### src/design/rackctl_pkg.sv
`default_nettype none

package rackctl_pkg;

    // byte address width of the bus window, only the low nibble is decoded
    localparam int WB_ADR_BITS = 10;

    localparam logic [3:0] CONTROL_ADDR  = 4'h0;
    localparam logic [3:0] FWUPDATE_ADDR = 4'h4;
    localparam logic [3:0] RUNCMD_ADDR   = 4'h8;
    localparam logic [3:0] TRIG_ADDR     = 4'hC;

    localparam int RUNCMD_BITS = 2;
    localparam int TRIG_BITS   = 15;

    // control register layout
    localparam int FIFO_RESET_BIT    = 0;
    localparam int FW_EMPTY_BIT      = 1;
    localparam int RUNCMD_IDLE_BIT   = 2;
    localparam int TRIG_IDLE_BIT     = 3;
    localparam int FW_OVERFLOW_BIT   = 4;
    localparam int MARK_LSB          = 8;
    localparam int EVENT_RESET_BIT   = 16;
    localparam int DISABLE_RXCLK_LSB = 24;

    typedef struct packed {
        logic                   cyc;
        logic                   stb;
        logic                   we;
        logic [WB_ADR_BITS-1:0] adr;
        logic [3:0]             sel;
        logic [31:0]            dat;
    } wb_req_t;

    typedef struct packed {
        logic        ack;
        logic [31:0] dat;
    } wb_rsp_t;

    typedef struct packed {
        logic        push;
        logic [31:0] word;
        logic        fifo_reset;
        logic [1:0]  mark_set;
    } fw_ctrl_t;

    typedef struct packed {
        logic                   runcmd_we;
        logic                   trig_we;
        logic [RUNCMD_BITS-1:0] runcmd_data;
        logic [TRIG_BITS-1:0]   trig_data;
    } cmd_wr_t;

    typedef struct packed {
        logic       empty;
        logic       overflow;
        logic [1:0] mark;
    } fw_status_t;

    typedef struct packed {
        logic runcmd_valid;
        logic trig_valid;
    } cmd_status_t;

    typedef struct packed {
        logic       tvalid;
        logic [7:0] tdata;
    } byte_stream_t;

    typedef struct packed {
        logic                   tvalid;
        logic [RUNCMD_BITS-1:0] tdata;
    } runcmd_stream_t;

    typedef struct packed {
        logic                 tvalid;
        logic [TRIG_BITS-1:0] tdata;
    } trig_stream_t;

endpackage

`default_nettype wire

### src/design/wb_reg_front.sv
`timescale 1ns/1ps
`default_nettype none

module wb_reg_front
    import rackctl_pkg::*;
(
    input  wire logic        sysclk_i,
    input  wire logic        reset_i,
    input  wire wb_req_t     wb_i,
    output wb_rsp_t          wb_o,
    output fw_ctrl_t         fw_ctrl_o,
    output cmd_wr_t          cmd_wr_o,
    input  wire fw_status_t  fw_status_i,
    input  wire cmd_status_t cmd_status_i,
    output logic             event_reset_o,
    output logic [7:0]       disable_rxclk_o
);

    logic        ack_q;
    logic        ack;
    logic        wr_cycle;
    logic [3:0]  reg_sel;
    logic        ctrl_wr;
    logic        fifo_reset_q;
    logic        event_reset_q;
    logic [7:0]  disable_rxclk_q;
    logic [31:0] readback;

    // one ack per request, ack is dropped as soon as the master lets go of cyc
    always_ff @(posedge sysclk_i) begin
        if (reset_i) begin
            ack_q <= 1'b0;
        end else begin
            ack_q <= wb_i.cyc && wb_i.stb && !ack_q;
        end
    end

    assign ack = ack_q && wb_i.cyc;

    // writes commit at the edge closing the ack cycle
    assign wr_cycle = ack && wb_i.stb && wb_i.we;
    assign reg_sel  = wb_i.adr[3:0];
    assign ctrl_wr  = wr_cycle && (reg_sel == CONTROL_ADDR);

    always_ff @(posedge sysclk_i) begin
        if (reset_i) begin
            fifo_reset_q    <= 1'b0;
            event_reset_q   <= 1'b0;
            disable_rxclk_q <= 8'hFF;
        end else if (ctrl_wr) begin
            if (wb_i.sel[0]) begin
                fifo_reset_q <= wb_i.dat[FIFO_RESET_BIT];
            end
            if (wb_i.sel[2]) begin
                event_reset_q <= wb_i.dat[EVENT_RESET_BIT];
            end
            if (wb_i.sel[3]) begin
                disable_rxclk_q <= wb_i.dat[DISABLE_RXCLK_LSB +: 8];
            end
        end
    end

    always_comb begin
        fw_ctrl_o.push       = wr_cycle && (reg_sel == FWUPDATE_ADDR);
        fw_ctrl_o.word       = wb_i.dat;
        fw_ctrl_o.fifo_reset = fifo_reset_q;
        // marks only set here, clearing happens downstream on the acknowledge
        fw_ctrl_o.mark_set   = wb_i.dat[MARK_LSB +: 2] & {2{ctrl_wr && wb_i.sel[1]}};
    end

    always_comb begin
        cmd_wr_o.runcmd_we   = wr_cycle && (reg_sel == RUNCMD_ADDR) && wb_i.sel[0];
        cmd_wr_o.trig_we     = wr_cycle && (reg_sel == TRIG_ADDR) && (&wb_i.sel[1:0]);
        cmd_wr_o.runcmd_data = wb_i.dat[RUNCMD_BITS-1:0];
        cmd_wr_o.trig_data   = wb_i.dat[TRIG_BITS-1:0];
    end

    // every address reads back the control word
    always_comb begin
        readback                              = '0;
        readback[FIFO_RESET_BIT]              = fifo_reset_q;
        readback[FW_EMPTY_BIT]                = fw_status_i.empty;
        readback[RUNCMD_IDLE_BIT]             = !cmd_status_i.runcmd_valid;
        readback[TRIG_IDLE_BIT]               = !cmd_status_i.trig_valid;
        readback[FW_OVERFLOW_BIT]             = fw_status_i.overflow;
        readback[MARK_LSB +: 2]               = fw_status_i.mark;
        readback[EVENT_RESET_BIT]             = event_reset_q;
        readback[DISABLE_RXCLK_LSB +: 8]      = disable_rxclk_q;
    end

    always_comb begin
        wb_o.ack = ack;
        wb_o.dat = readback;
    end

    assign event_reset_o   = event_reset_q;
    assign disable_rxclk_o = disable_rxclk_q;

    // an ack only ever answers a request that the master still holds on the bus
    a_ack_on_request : assert property (@(posedge sysclk_i) disable iff (reset_i)
        wb_o.ack |-> wb_i.cyc && wb_i.stb);

endmodule

`default_nettype wire

### src/design/fw_stream.sv
`timescale 1ns/1ps
`default_nettype none

module fw_stream
    import rackctl_pkg::*;
#(
    parameter int FW_FIFO_DEPTH = 16
) (
    input  wire logic     sysclk_i,
    input  wire logic     reset_i,
    input  wire fw_ctrl_t fw_ctrl_i,
    output byte_stream_t  fw_o,
    input  wire logic     fw_tready_i,
    output logic [1:0]    fw_mark_o,
    input  wire logic     fw_marked_i,
    output fw_status_t    fw_status_o
);

    localparam int PTR_BITS = $clog2(FW_FIFO_DEPTH);

    logic [31:0]       mem [FW_FIFO_DEPTH];
    logic [PTR_BITS:0] wr_ptr_q;
    logic [PTR_BITS:0] rd_ptr_q;
    logic              flush;
    logic              fifo_empty;
    logic              fifo_full;
    logic              push_ok;
    logic              byte_take;
    logic              last_byte;
    logic              load;
    logic [31:0]       word_q;
    logic [1:0]        byte_idx_q;
    logic              busy_q;
    logic              overflow_q;
    logic [1:0]        mark_q;

    assign flush      = fw_ctrl_i.fifo_reset;
    assign fifo_empty = (wr_ptr_q == rd_ptr_q);
    // pointers carry one extra wrap bit so full and empty can be told apart
    assign fifo_full  = (wr_ptr_q[PTR_BITS] != rd_ptr_q[PTR_BITS]) &&
                        (wr_ptr_q[PTR_BITS-1:0] == rd_ptr_q[PTR_BITS-1:0]);
    assign push_ok    = fw_ctrl_i.push && !fifo_full && !flush;
    assign byte_take  = busy_q && fw_tready_i;
    assign last_byte  = (byte_idx_q == 2'd3);
    // refill on the same edge that hands out the last byte, so the stream keeps flowing
    assign load       = !fifo_empty && !flush && (!busy_q || (byte_take && last_byte));

    always_ff @(posedge sysclk_i) begin
        if (reset_i || flush) begin
            wr_ptr_q <= '0;
            rd_ptr_q <= '0;
        end else begin
            if (push_ok) begin
                wr_ptr_q <= wr_ptr_q + 1'b1;
            end
            if (load) begin
                rd_ptr_q <= rd_ptr_q + 1'b1;
            end
        end
    end

    always_ff @(posedge sysclk_i) begin
        if (push_ok) begin
            mem[wr_ptr_q[PTR_BITS-1:0]] <= fw_ctrl_i.word;
        end
    end

    // serializer walks the held word out low byte first
    always_ff @(posedge sysclk_i) begin
        if (reset_i || flush) begin
            busy_q     <= 1'b0;
            byte_idx_q <= 2'd0;
        end else if (load) begin
            busy_q     <= 1'b1;
            byte_idx_q <= 2'd0;
        end else if (byte_take) begin
            busy_q     <= !last_byte;
            byte_idx_q <= byte_idx_q + 2'd1;
        end
    end

    always_ff @(posedge sysclk_i) begin
        if (load) begin
            word_q <= mem[rd_ptr_q[PTR_BITS-1:0]];
        end else if (byte_take) begin
            word_q <= {8'h00, word_q[31:8]};
        end
    end

    // sticky until software pulses the FIFO reset
    always_ff @(posedge sysclk_i) begin
        if (reset_i || flush) begin
            overflow_q <= 1'b0;
        end else if (fw_ctrl_i.push && fifo_full) begin
            overflow_q <= 1'b1;
        end
    end

    always_ff @(posedge sysclk_i) begin
        if (reset_i) begin
            mark_q <= 2'b00;
        end else begin
            for (int i = 0; i < 2; i++) begin
                if (fw_ctrl_i.mark_set[i]) begin
                    mark_q[i] <= 1'b1;
                end else if (fw_marked_i) begin
                    mark_q[i] <= 1'b0;
                end
            end
        end
    end

    always_comb begin
        fw_o.tvalid          = busy_q;
        fw_o.tdata           = word_q[7:0];
        fw_status_o.empty    = fifo_empty && !busy_q;
        fw_status_o.overflow = overflow_q;
        fw_status_o.mark     = mark_q;
    end

    assign fw_mark_o = mark_q;

    a_fw_hold : assert property (@(posedge sysclk_i) disable iff (reset_i)
        fw_o.tvalid && !fw_tready_i |=> $stable(fw_o.tdata));

endmodule

`default_nettype wire

### src/design/cmd_holding.sv
`timescale 1ns/1ps
`default_nettype none

module cmd_holding
    import rackctl_pkg::*;
(
    input  wire logic      sysclk_i,
    input  wire logic      reset_i,
    input  wire cmd_wr_t   cmd_wr_i,
    output runcmd_stream_t runcmd_o,
    input  wire logic      runcmd_tready_i,
    output trig_stream_t   trig_o,
    input  wire logic      trig_tready_i,
    output cmd_status_t    cmd_status_o
);

    logic                   runcmd_valid_q;
    logic [RUNCMD_BITS-1:0] runcmd_data_q;
    logic                   trig_valid_q;
    logic [TRIG_BITS-1:0]   trig_data_q;

    // a write while the old value is still pending overwrites it and keeps valid high
    always_ff @(posedge sysclk_i) begin
        if (reset_i) begin
            runcmd_valid_q <= 1'b0;
            runcmd_data_q  <= '0;
        end else if (cmd_wr_i.runcmd_we) begin
            runcmd_valid_q <= 1'b1;
            runcmd_data_q  <= cmd_wr_i.runcmd_data;
        end else if (runcmd_tready_i) begin
            runcmd_valid_q <= 1'b0;
        end
    end

    always_ff @(posedge sysclk_i) begin
        if (reset_i) begin
            trig_valid_q <= 1'b0;
            trig_data_q  <= '0;
        end else if (cmd_wr_i.trig_we) begin
            trig_valid_q <= 1'b1;
            trig_data_q  <= cmd_wr_i.trig_data;
        end else if (trig_tready_i) begin
            trig_valid_q <= 1'b0;
        end
    end

    always_comb begin
        runcmd_o.tvalid           = runcmd_valid_q;
        runcmd_o.tdata            = runcmd_data_q;
        trig_o.tvalid             = trig_valid_q;
        trig_o.tdata              = trig_data_q;
        cmd_status_o.runcmd_valid = runcmd_valid_q;
        cmd_status_o.trig_valid   = trig_valid_q;
    end

    // a stalled item keeps its data and its valid unless software overwrites it
    a_runcmd_hold : assert property (@(posedge sysclk_i) disable iff (reset_i)
        runcmd_o.tvalid && !runcmd_tready_i && !cmd_wr_i.runcmd_we
        |=> runcmd_o.tvalid && $stable(runcmd_o.tdata));

    a_trig_hold : assert property (@(posedge sysclk_i) disable iff (reset_i)
        trig_o.tvalid && !trig_tready_i && !cmd_wr_i.trig_we
        |=> trig_o.tvalid && $stable(trig_o.tdata));

endmodule

`default_nettype wire

### src/design/rackctl_top.sv
`timescale 1ns/1ps
`default_nettype none

module rackctl_top
    import rackctl_pkg::*;
#(
    parameter int FW_FIFO_DEPTH = 16
) (
    input  wire logic      sysclk_i,
    input  wire logic      reset_i,
    input  wire wb_req_t   wb_i,
    output wb_rsp_t        wb_o,
    output byte_stream_t   fw_o,
    input  wire logic      fw_tready_i,
    output logic [1:0]     fw_mark_o,
    input  wire logic      fw_marked_i,
    output runcmd_stream_t runcmd_o,
    input  wire logic      runcmd_tready_i,
    output trig_stream_t   trig_o,
    input  wire logic      trig_tready_i,
    output logic           event_reset_o,
    output logic [7:0]     disable_rxclk_o
);

    fw_ctrl_t    fw_ctrl;
    cmd_wr_t     cmd_wr;
    fw_status_t  fw_status;
    cmd_status_t cmd_status;

    // register front end, owns the bus and the control word
    wb_reg_front u_wb_reg_front (
        .sysclk_i        (sysclk_i),
        .reset_i         (reset_i),
        .wb_i            (wb_i),
        .wb_o            (wb_o),
        .fw_ctrl_o       (fw_ctrl),
        .cmd_wr_o        (cmd_wr),
        .fw_status_i     (fw_status),
        .cmd_status_i    (cmd_status),
        .event_reset_o   (event_reset_o),
        .disable_rxclk_o (disable_rxclk_o)
    );

    fw_stream #(
        .FW_FIFO_DEPTH (FW_FIFO_DEPTH)
    ) u_fw_stream (
        .sysclk_i    (sysclk_i),
        .reset_i     (reset_i),
        .fw_ctrl_i   (fw_ctrl),
        .fw_o        (fw_o),
        .fw_tready_i (fw_tready_i),
        .fw_mark_o   (fw_mark_o),
        .fw_marked_i (fw_marked_i),
        .fw_status_o (fw_status)
    );

    cmd_holding u_cmd_holding (
        .sysclk_i        (sysclk_i),
        .reset_i         (reset_i),
        .cmd_wr_i        (cmd_wr),
        .runcmd_o        (runcmd_o),
        .runcmd_tready_i (runcmd_tready_i),
        .trig_o          (trig_o),
        .trig_tready_i   (trig_tready_i),
        .cmd_status_o    (cmd_status)
    );

endmodule

`default_nettype wire

### config.mk
export PLATFORM = sky130hd
export DESIGN_NAME = rackctl_top
export DESIGN_NICKNAME = d
export VERILOG_FILES = /design/src/design/rackctl_pkg.sv /design/src/design/wb_reg_front.sv /design/src/design/fw_stream.sv /design/src/design/cmd_holding.sv /design/src/design/rackctl_top.sv
export SDC_FILE = /design/constraint.sdc
export NUM_CORES = 1
export LEC_CHECK = 0
export ABC_AREA = 1
export BUFFER_PORTS_ARGS = -buffer_cell sky130_fd_sc_hd__clkbuf_2
export CORE_UTILIZATION = 39
export DETAILED_ROUTE_END_ITERATION = 7
export PLACE_DENSITY = 0.65
export SETUP_SLACK_MARGIN = 0.1
export SYNTH_ARGS = -nofsm -noshare
export SYNTH_HDL_FRONTEND = slang
export SYNTH_SLANG_ARGS = --single-unit
### constraint.sdc
create_clock -name sysclk_i -period 4 [get_ports sysclk_i]
set_clock_uncertainty 0.1 [all_clocks]
set_input_delay 0.4 -clock sysclk_i [delete_from_list [all_inputs] [get_ports sysclk_i]]
set_output_delay 0.4 -clock sysclk_i [all_outputs]
set_load 0.01 [all_outputs]
[Yosys cells after proc, flatten, opt, wreduce, memory -nomap -nowiden]
Memories as Yosys holds them, arrays and structs flattened. A register that Yosys moved wholly into a read port is not among the register bits.
Cells that the tools add are included.
Word-level totals
  register bits after elaboration: 78
  bits in writable memories: 512
  input bits: 55
  output and inout bits: 72
  word-level logic and storage cells: 85
  memories kept: 1
Memory list
  u_fw_stream.mem: depth 16, bits a word 32, read ports 1, clocked after Yosys merged registers in 1, write ports 1, RTL line fw_stream.sv:21  | logic [31:0] mem [FW_FIFO_DEPTH];
Cells by class
  add/subtract/negate cells: 3
  equal/unequal tests: 7
  multiplexer cells: 15
  bitwise gates (word level): 1
  reductions and logical operators: 42
Operator list (count)
  2-to-1 mux 32 bit: 2
  logical AND 1 bit: 21
  2-to-1 mux 1 bit: 11
  adder 5 x 1 -> 5 bit, second input constant: 2
  nonzero test 2 bit: 5
  equality test 4 bit, second input constant: 2
  logical NOT 1 bit: 8
  2-to-1 mux 4 bit: 2
  AND reduction 2 bit: 4
  equality test 5 bit: 1
  equality test 4 x 3 -> 1 bit, second input constant: 1
  equality test 4 bit: 1
  logical NOT 4 bit: 1
  adder 2 x 1 -> 2 bit, second input constant: 1
  AND 2 bit: 1
  equality test 2 bit, second input constant: 1
  logical OR 1 bit: 2
  OR reduction 2 bit: 1
  != test 1 bit: 1

[Depth between registers and ports, before layout]
Gate-level depths: netlist of run 1.
  depth in word-level cells: 8
  gate-level depth with buffers: 13
  gate-level depth less buffers: 9

[Modules after synthesis]
A second synthesis of run 1 with hierarchy kept.
Unflattened totals
  cells, all modules: 2217
  area total of the unflattened synthesis: 24865.1 µm²
By module, submodules not included
  fw_stream: times used 1, cells each 1969, area an instance 22962.0 µm², seq. area each 16736.1 µm²
  wb_reg_front: times used 1, cells each 162, area an instance 1209.9 µm², seq. area each 220.2 µm²
  cmd_holding: times used 1, cells each 86, area an instance 693.2 µm², seq. area each 380.4 µm²

[Least setup slack after synthesis of run 1]
Ideal clock, no wire load.
  path kind: input-to-reg
  start: input port wb_i[48] (netlist name)
  end: memory u_fw_stream.mem[0][0], enable pin
  library setup time: 0.421 ns
  arrival: 2.576 ns
  data required time: 3.479 ns
  path slack: 0.903 ns
  stages: 8
  buffers on the path: 0
  cells stage by stage: nand2_1 nor2_2 nand3_1 nor2_4 nand2_1 inv_2 nand2_1 nor2_1
On the way
  cells in the longest elaborated chain, start to end: 8
RTL lines
  start: declaration: RTL line rackctl_top.sv:11  | input wire wb_req_t wb_i,
  logical AND 1 bit: RTL line wb_reg_front.sv:38  | assign ack = ack_q && wb_i.cyc;
  logical AND 1 bit (2 in a row): RTL line wb_reg_front.sv:41  | assign wr_cycle = ack && wb_i.stb && wb_i.we;
  logical AND 1 bit: RTL line wb_reg_front.sv:64  | fw_ctrl_o.push = wr_cycle && (reg_sel == FWUPDATE_ADDR);
  logical AND 1 bit (2 in a row): RTL line fw_stream.sv:42  | assign push_ok = fw_ctrl_i.push && !fifo_full && !flush;
  2-to-1 mux 1 bit: RTL line fw_stream.sv:63  | if (push_ok) begin
  2-to-1 mux 1 bit (not written as such): RTL line fw_stream.sv:64  | mem[wr_ptr_q[PTR_BITS-1:0]] <= fw_ctrl_i.word;
  end: declaration: RTL line fw_stream.sv:21
No other way between the ends.

[Final worst setup path of run 1]
  start: input port wb_i[48] (netlist name)
  end: memory u_fw_stream.mem[6][23], enable pin
Same word-level chain as after synthesis.

==> impl_metrics.json, run 1 <==
{
  "initial_core_util": 0.394,
  "max-vdd-ir-drop_v": 0.000398,
  "area_delta_synth_final_pct": 14.0,
  "hold_ws_ps": 46.4,
  "detail_route.wl_per_cell_um": 19.0,
  "status": "complete, no violations",
  "die_width_um": 252,
  "drv_slew": 0,
  "syn_inst": 2152,
  "arrival_ps": 3450,
  "cp_max_fo": 16,
  "cp_cell_sequence": "dlygate4sd3_1 -> clkbuf_2 -> nand2_1 -> nor2_2 -> nand3_1 -> nor2_4 -> nand2_1 -> inv_2 -> nand2_1 -> nor2_4 -> buf_4",
  "intPower_mw": 11.6,
  "cts-root-buf": "clkbuf_16",
  "path_clk_slew_ps": 60,
  "drt-pass1-iter-count": 5,
  "cts_htree_levels": 2,
  "ys_ff_latch": 594,
  "portBuffers": 104,
  "clkPwrFrac": 0.355,
  "r2r_cells": 9,
  "switching_share": 0.304,
  "die_h_um": 252,
  "grt_setup_unrepaired": "false",
  "yosysUniqueCellTypes": 35,
  "setup-tns-final_ps": 0,
  "rows": 91,
  "hpwl_um": 33500,
  "end_kind": "register",
  "crit_path_start_kind": "primary input",
  "grt_pass1_vias": 15200,
  "setup_viol": 0,
  "startpoint": "wb_i[48]",
  "hold_depth": 5,
  "num_antenna_cells": 0,
  "critPathMaxStageDelay_ps": 600,
  "cts.hold.buffers_added": 11,
  "num_vias": 15900,
  "holdCritStartpoint": "wb_i[33]",
  "max-slew-margin-rel": 0.370,
  "ys_seq_area_frac": 0.713,
  "clock_path_buffers": 3,
  "critical-path-slowest-cell": "nor2_4",
  "tritoncts": "done",
  "p_sw_mw": 5.08,
  "gp_congestion": 0.813,
  "drive_gt1_frac": 0.126,
  "critPathKind": "primary input to register",
  "clk_latency_ps": 630,
  "grt.total_usage": 0.188,
  "final_nets": 2288,
  "p_per_area_nw_per_um2": 603,
  "core_area_um2": 61600,
  "cts_setup_buffers": 0,
  "reg2reg_to": "u_fw_stream.mem[6][23]$_DFFE_PP_",
  "fin_crit_sh": 0.806,
  "total_power_mw": 16.7,
  "ant_nets": 0,
  "route.detailed.drc": 0,
  "worstHoldPathType": "primary input to register",
  "grt_max_degree": 123,
  "tightest_slew_ps": 945,
  "grt_pass1_wl_um": 90700,
  "hold_end": "u_fw_stream.fw_mark_o[1]$_SDFFE_PP0P_",
  "antenna_found_initial": 1,
  "syn_area_um2": 24300,
  "fin_crit_ps": 3230,
  "power_leakage_nw": 10.3,
  "dieArea_um2": 63300,
  "hold_viol": 0,
  "cts_buffers": 60,
  "viasPerCell": 5.10,
  "crit-reg2reg-launch": "u_wb_reg_front.ack_q$_SDFF_PP0_",
  "io_pins": 127,
  "syn_avg_cell_area_um2": 11.3,
  "worst_ep_required_time_ps": 4220,
  "ctsResizeCount": 0,
  "crit_top_cell": "nand2_1",
  "clkSinkCount": 594,
  "drt-initial-drc-count": 1568,
  "p_seq_frac": 0.434,
  "reg2reg_setup_slack_ps": 850,
  "comb_power_share": 0.211,
  "overflow": 0,
  "synth_warnings": 0,
  "fmaxAchievable_ghz": 0.310,
  "routed_wl_um": 59300,
  "max_cap_viol_count": 0
}
per-stage QoR:
step                      setup WS (ps)   util  std cells  instance area, um^2
after global routing                634  0.450       3115                27700
after floorplan                     903      -       2167                24400
after detailed placement            702  0.413       2991                25500
after CTS                           826  0.450       3115                27700
final                               774  0.450       3115                27700
after global placement              750  0.413       2991                25500
power groups by stage:
stage | sequential, mW | clock [mW] | combinational (mW)
floorplan | 7.29 | 0 | 2.67
global placement | 7.38 | 0 | 3.44
detailed placement | 7.39 | 0 | 3.52
CTS | 7.26 | 6.02 | 3.54
global route | 7.27 | 6.28 | 3.96
finish | 7.25 | 5.94 | 3.53
synth_stat cells:
cell type	count	share of area
nand3_4	1	0.00072
nor2_2	2	0.00051
buf_4	46	0.014
and3_1	1	0.00026
buf_1	16	0.0025
nor3_4	1	0.00067
edfxtp_1	544	0.67
o21ai_1	9	0.0019
nand2_2	2	0.00051
o21ai_0	42	0.0087
nand4_1	1	0.00026
inv_4	1	0.00026
buf_2	48	0.0099
ha_1	6	0.0031
buf_12	1	0.00082
or2_2	2	0.00051
nor2_4	2	0.00093
nand3_2	1	0.00041
nand2_1	765	0.12
nand2_4	1	0.00046
clkinv_1	1	0.00015
inv_2	7	0.0011
xor2_1	5	0.0018
buf_6	16	0.0074
clkbuf_2	2	0.00041
dfxtp_1	50	0.041
nand3b_1	2	0.00062
conb_1	1	0.00015
xnor2_1	3	0.0011
a21oi_1	40	0.0082
nand3_1	358	0.074
clkbuf_1	30	0.0046
inv_1	24	0.0037
nor2_1	118	0.018
nor3_1	3	0.00062
layout by cell type, fill, tap and decap left out, types with 7 or more instances in the layout:
master           n
nand2_1        765
edfxtp_1       544
nand3_1        358
clkbuf_2       104
nor2_1         102
clkbuf_16       61
dfxtp_1         47
o21ai_0         42
a21oi_1         40
buf_4           37
inv_1           23
nor2_4          18
conb_1          16
clkinv_2        15
dlygate4sd3_1   11
bufinv_16       10
o21ai_1          9
clkbuf_8         7
clkbuf_1         7
cell families (layout without fill, tap and decap cells):
kind of cell               count (synthesis)  in the layout  synth area share
xor gates and xnor gates                   8              8           0.00288
AOI/OAI and AO/OA                         91             91            0.0187
adders and majority gates                  6              6           0.00309
and+or+nand+nor                         1260           1260             0.217
buffers and inverters                    192            303            0.0451
other                                      1             16          0.000154
DFF                                      594            594             0.713
critical path, delay by kind of cell:
family                 cells  cell delay (ps)
AND/OR/NAND/NOR            7             1940
buffers and inverters      4             1100
state kept, by name, summed over array words and instances, names as in the netlist, 2 cells and up, named ones only:
register,flops
u_fw_stream.word_q,32
u_fw_stream.rd_ptr_q,5
u_fw_stream.mem,512
u_fw_stream.byte_idx_q,2
u_cmd_holding.runcmd_data_q,2
u_fw_stream.fw_mark_o,2
u_wb_reg_front.disable_rxclk_o,8
u_cmd_holding.trig_data_q,15
u_fw_stream.wr_ptr_q,5
layout make-up:
cell class / count / area [um^2]
clock buffers: 75 / 1650
clock inverters: 38 / 484
fillers: 5500 / 33900
inverters: 33 / 131
multi-input cells: 1381 / 6040
flip-flops and latches: 594 / 17300
well taps: 837 / 1050
repair buffers: 157 / 1010
layer usage:
layer / global-route usage / share of wire / vias to the layer above / wire (um)
li1: - / - / 7509 / -
met1: 0.251 / 0.43 / 7699 / 25400
met2: 0.320 / 0.49 / 605 / 29000
met3: 0.0273 / 0.065 / 74 / 3860
met4: 0.0479 / 0.019 / 0 / 1130
met5: 0 / 0 / - / 0
worst max-delay path by stage:
stage | end | slack [ps] | cells past startpoint
finish | u_fw_stream.mem[6][23]$_DFFE_PP_ | 770 | 11
floorplan | u_fw_stream.mem[0][0]$_DFFE_PP_ | 900 | 8
global route | u_fw_stream.mem[6][23]$_DFFE_PP_ | 630 | 11
CTS | u_fw_stream.mem[6][23]$_DFFE_PP_ | 830 | 11
global placement | u_fw_stream.mem[6][10]$_DFFE_PP_ | 750 | 10
detailed placement | u_fw_stream.mem[6][10]$_DFFE_PP_ | 700 | 10
(Power assumes the default switching activity.)
==> run 2: changes to the inputs <==
clock period = 3.1 ns   (was 4 ns; I/O delays follow)
==> run 2 against run 1 <==
  * Core utilization increased by 0.31 points
  * Critical endpoint is now u_fw_stream.mem[10][8]$_DFFE_PP_
  * Critical path type is now register to register
  * First-iteration DRC count fell by 1.3%
  * Flip-flop and latch count unchanged
  * Largest cell class unchanged
  * Critical path depth down 2
==> impl_metrics.json, run 2 (same netlist as run 1, synthesis figures left out) <==
{
  "tritoncts": "done",
  "initial_core_util": 0.394,
  "clk_latency_ps": 640,
  "fin_crit_sh": 0.855,
  "grt_pass1_wl_um": 89100,
  "die_width_um": 252,
  "ant_nets": 0,
  "grt_max_degree": 137,
  "crit_path_start_kind": "register",
  "drive_gt1_frac": 0.123,
  "cts_setup_buffers": 0,
  "area_delta_synth_final_pct": 14.8,
  "fin_crit_ps": 2650,
  "largest_register_ff_count": 512,
  "hpwl_um": 33800,
  "hold_viol": 0,
  "portBuffers": 104,
  "io_pins": 127,
  "critPathKind": "register to register",
  "clock_path_buffers": 3,
  "setup_viol": 0,
  "antenna_found_initial": 2,
  "final_common_cell": "nand2_1",
  "max_cap_viol_count": 0,
  "end_kind": "register",
  "cts-root-buf": "clkbuf_16",
  "num_vias": 15900,
  "cts_buffers": 57,
  "overflow": 0,
  "status": "complete, no violations",
  "cts_htree_levels": 2,
  "worstHoldPathType": "primary input to register",
  "setup-tns-final_ps": 0,
  "reg2reg_setup_slack_ps": 450,
  "grt.total_usage": 0.184,
  "tightest_slew_ps": 807,
  "fmaxAchievable_ghz": 0.377,
  "drt-pass1-iter-count": 5,
  "arrival_ps": 2850,
  "mostFrequentLayoutCells": "nand2_1, edfxtp_1, nand3_1, clkbuf_2, nor2_1",
  "grt_pass1_vias": 15300,
  "rows": 91,
  "cp_max_fo": 32,
  "power_leakage_nw": 10.3,
  "core_area_um2": 61600,
  "gp_congestion": 0.820,
  "viasPerCell": 5.10,
  "total_power_mw": 21.1,
  "drv_slew": 0,
  "route.detailed.drc": 0,
  "max-slew-margin-rel": 0.461,
  "num-fill-cells": 5534,
  "clkSinkCount": 594,
  "drt-initial-drc-count": 1548,
  "detail_route.wl_per_cell_um": 18.6,
  "die_h_um": 252,
  "routed_wl_um": 58000,
  "grt_setup_unrepaired": "false",
  "p_per_area_nw_per_um2": 756,
  "utilization": 0.453,
  "path_clk_slew_ps": 70,
  "dieArea_um2": 63300,
  "max-vdd-ir-drop_v": 0.000494,
  "final_nets": 2296,
  "worst_ep_required_time_ps": 3300
}
run 2: critical path, cell delays in order, from the launching register on:
cell and delay (ps):
dfxtp_1 330, nand2_1 80, nor2_2 160, nand3_1 350, nor2_4 270, nand2_1 200
inv_2 150, nand2_1 240, nor2_4 180, buf_12 250
run 2: final cells by class:
type / count / area [um^2] / share of cell area
clock buffer: 72 / 1600 / 0.0573
tap: 837 / 1050 / 0.0375
clock inverter: 35 / 362 / 0.0130
timing repair buffer: 168 / 1370 / 0.0491
sequential: 594 / 17300 / 0.622
antenna: 1 / 2.50 / 0.0000897
inverter: 33 / 130 / 0.00466
multi-input combinational: 1381 / 6040 / 0.217
run 2: path summary, 6_finish.rpt:
path | start | cells past startpoint | endpoint
max | u_wb_reg_front.ack_q$_SDFF_PP0_ | 9 | u_fw_stream.mem[10][8]$_DFFE_PP_
min reg2reg | u_cmd_holding.runcmd_data_q[0]$_SDFFE_PP0P_ | 2 | u_cmd_holding.runcmd_data_q[0]$_SDFFE_PP0P_
min | wb_i[1] | 1 | u_fw_stream.mem[4][1]$_DFFE_PP_
max reg2reg | u_wb_reg_front.ack_q$_SDFF_PP0_ | 9 | u_fw_stream.mem[10][8]$_DFFE_PP_
run 2: metrics by stage:
step / worst slack (ps) / instances / hold WS (ps) / cell area (um^2)
after CTS: 437 / 3120 / 12.9 / 27900
after global routing: 289 / 3121 / 55.3 / 27900
after global placement: 401 / 2996 / 312 / 25800
after detailed placement: 356 / 2996 / 323 / 25800
final: 450 / 3121 / 50.5 / 27900
after floorplan: 84.7 / 2167 / 279 / 24400
run 2: routing by layer:
metal  global-route usage  vias to the layer above  wire length, um
met3               0.0239                      104             3560
met4               0.0671                        2             1550
met5                    0                        -               17
li1                     -                     7521                -
met1                0.253                     7709            25400
met2                0.298                      589            27500
run 2: timing repair:
| action | in CTS | in global routing |
|---|---|---|
| hold buffers | 17 | 0 |
| endpoints found under the hold margin | 26 | 0 |
| resized for setup | 0 | 0 |
run 2: power breakdown:
group          internal [mW]  leakage, nW  total [mW]  switching (mW)
combinational           1.32         4.05        4.55            3.23
sequential              9.17         5.31        9.38           0.213
clock                   4.11        0.947        7.16            3.05
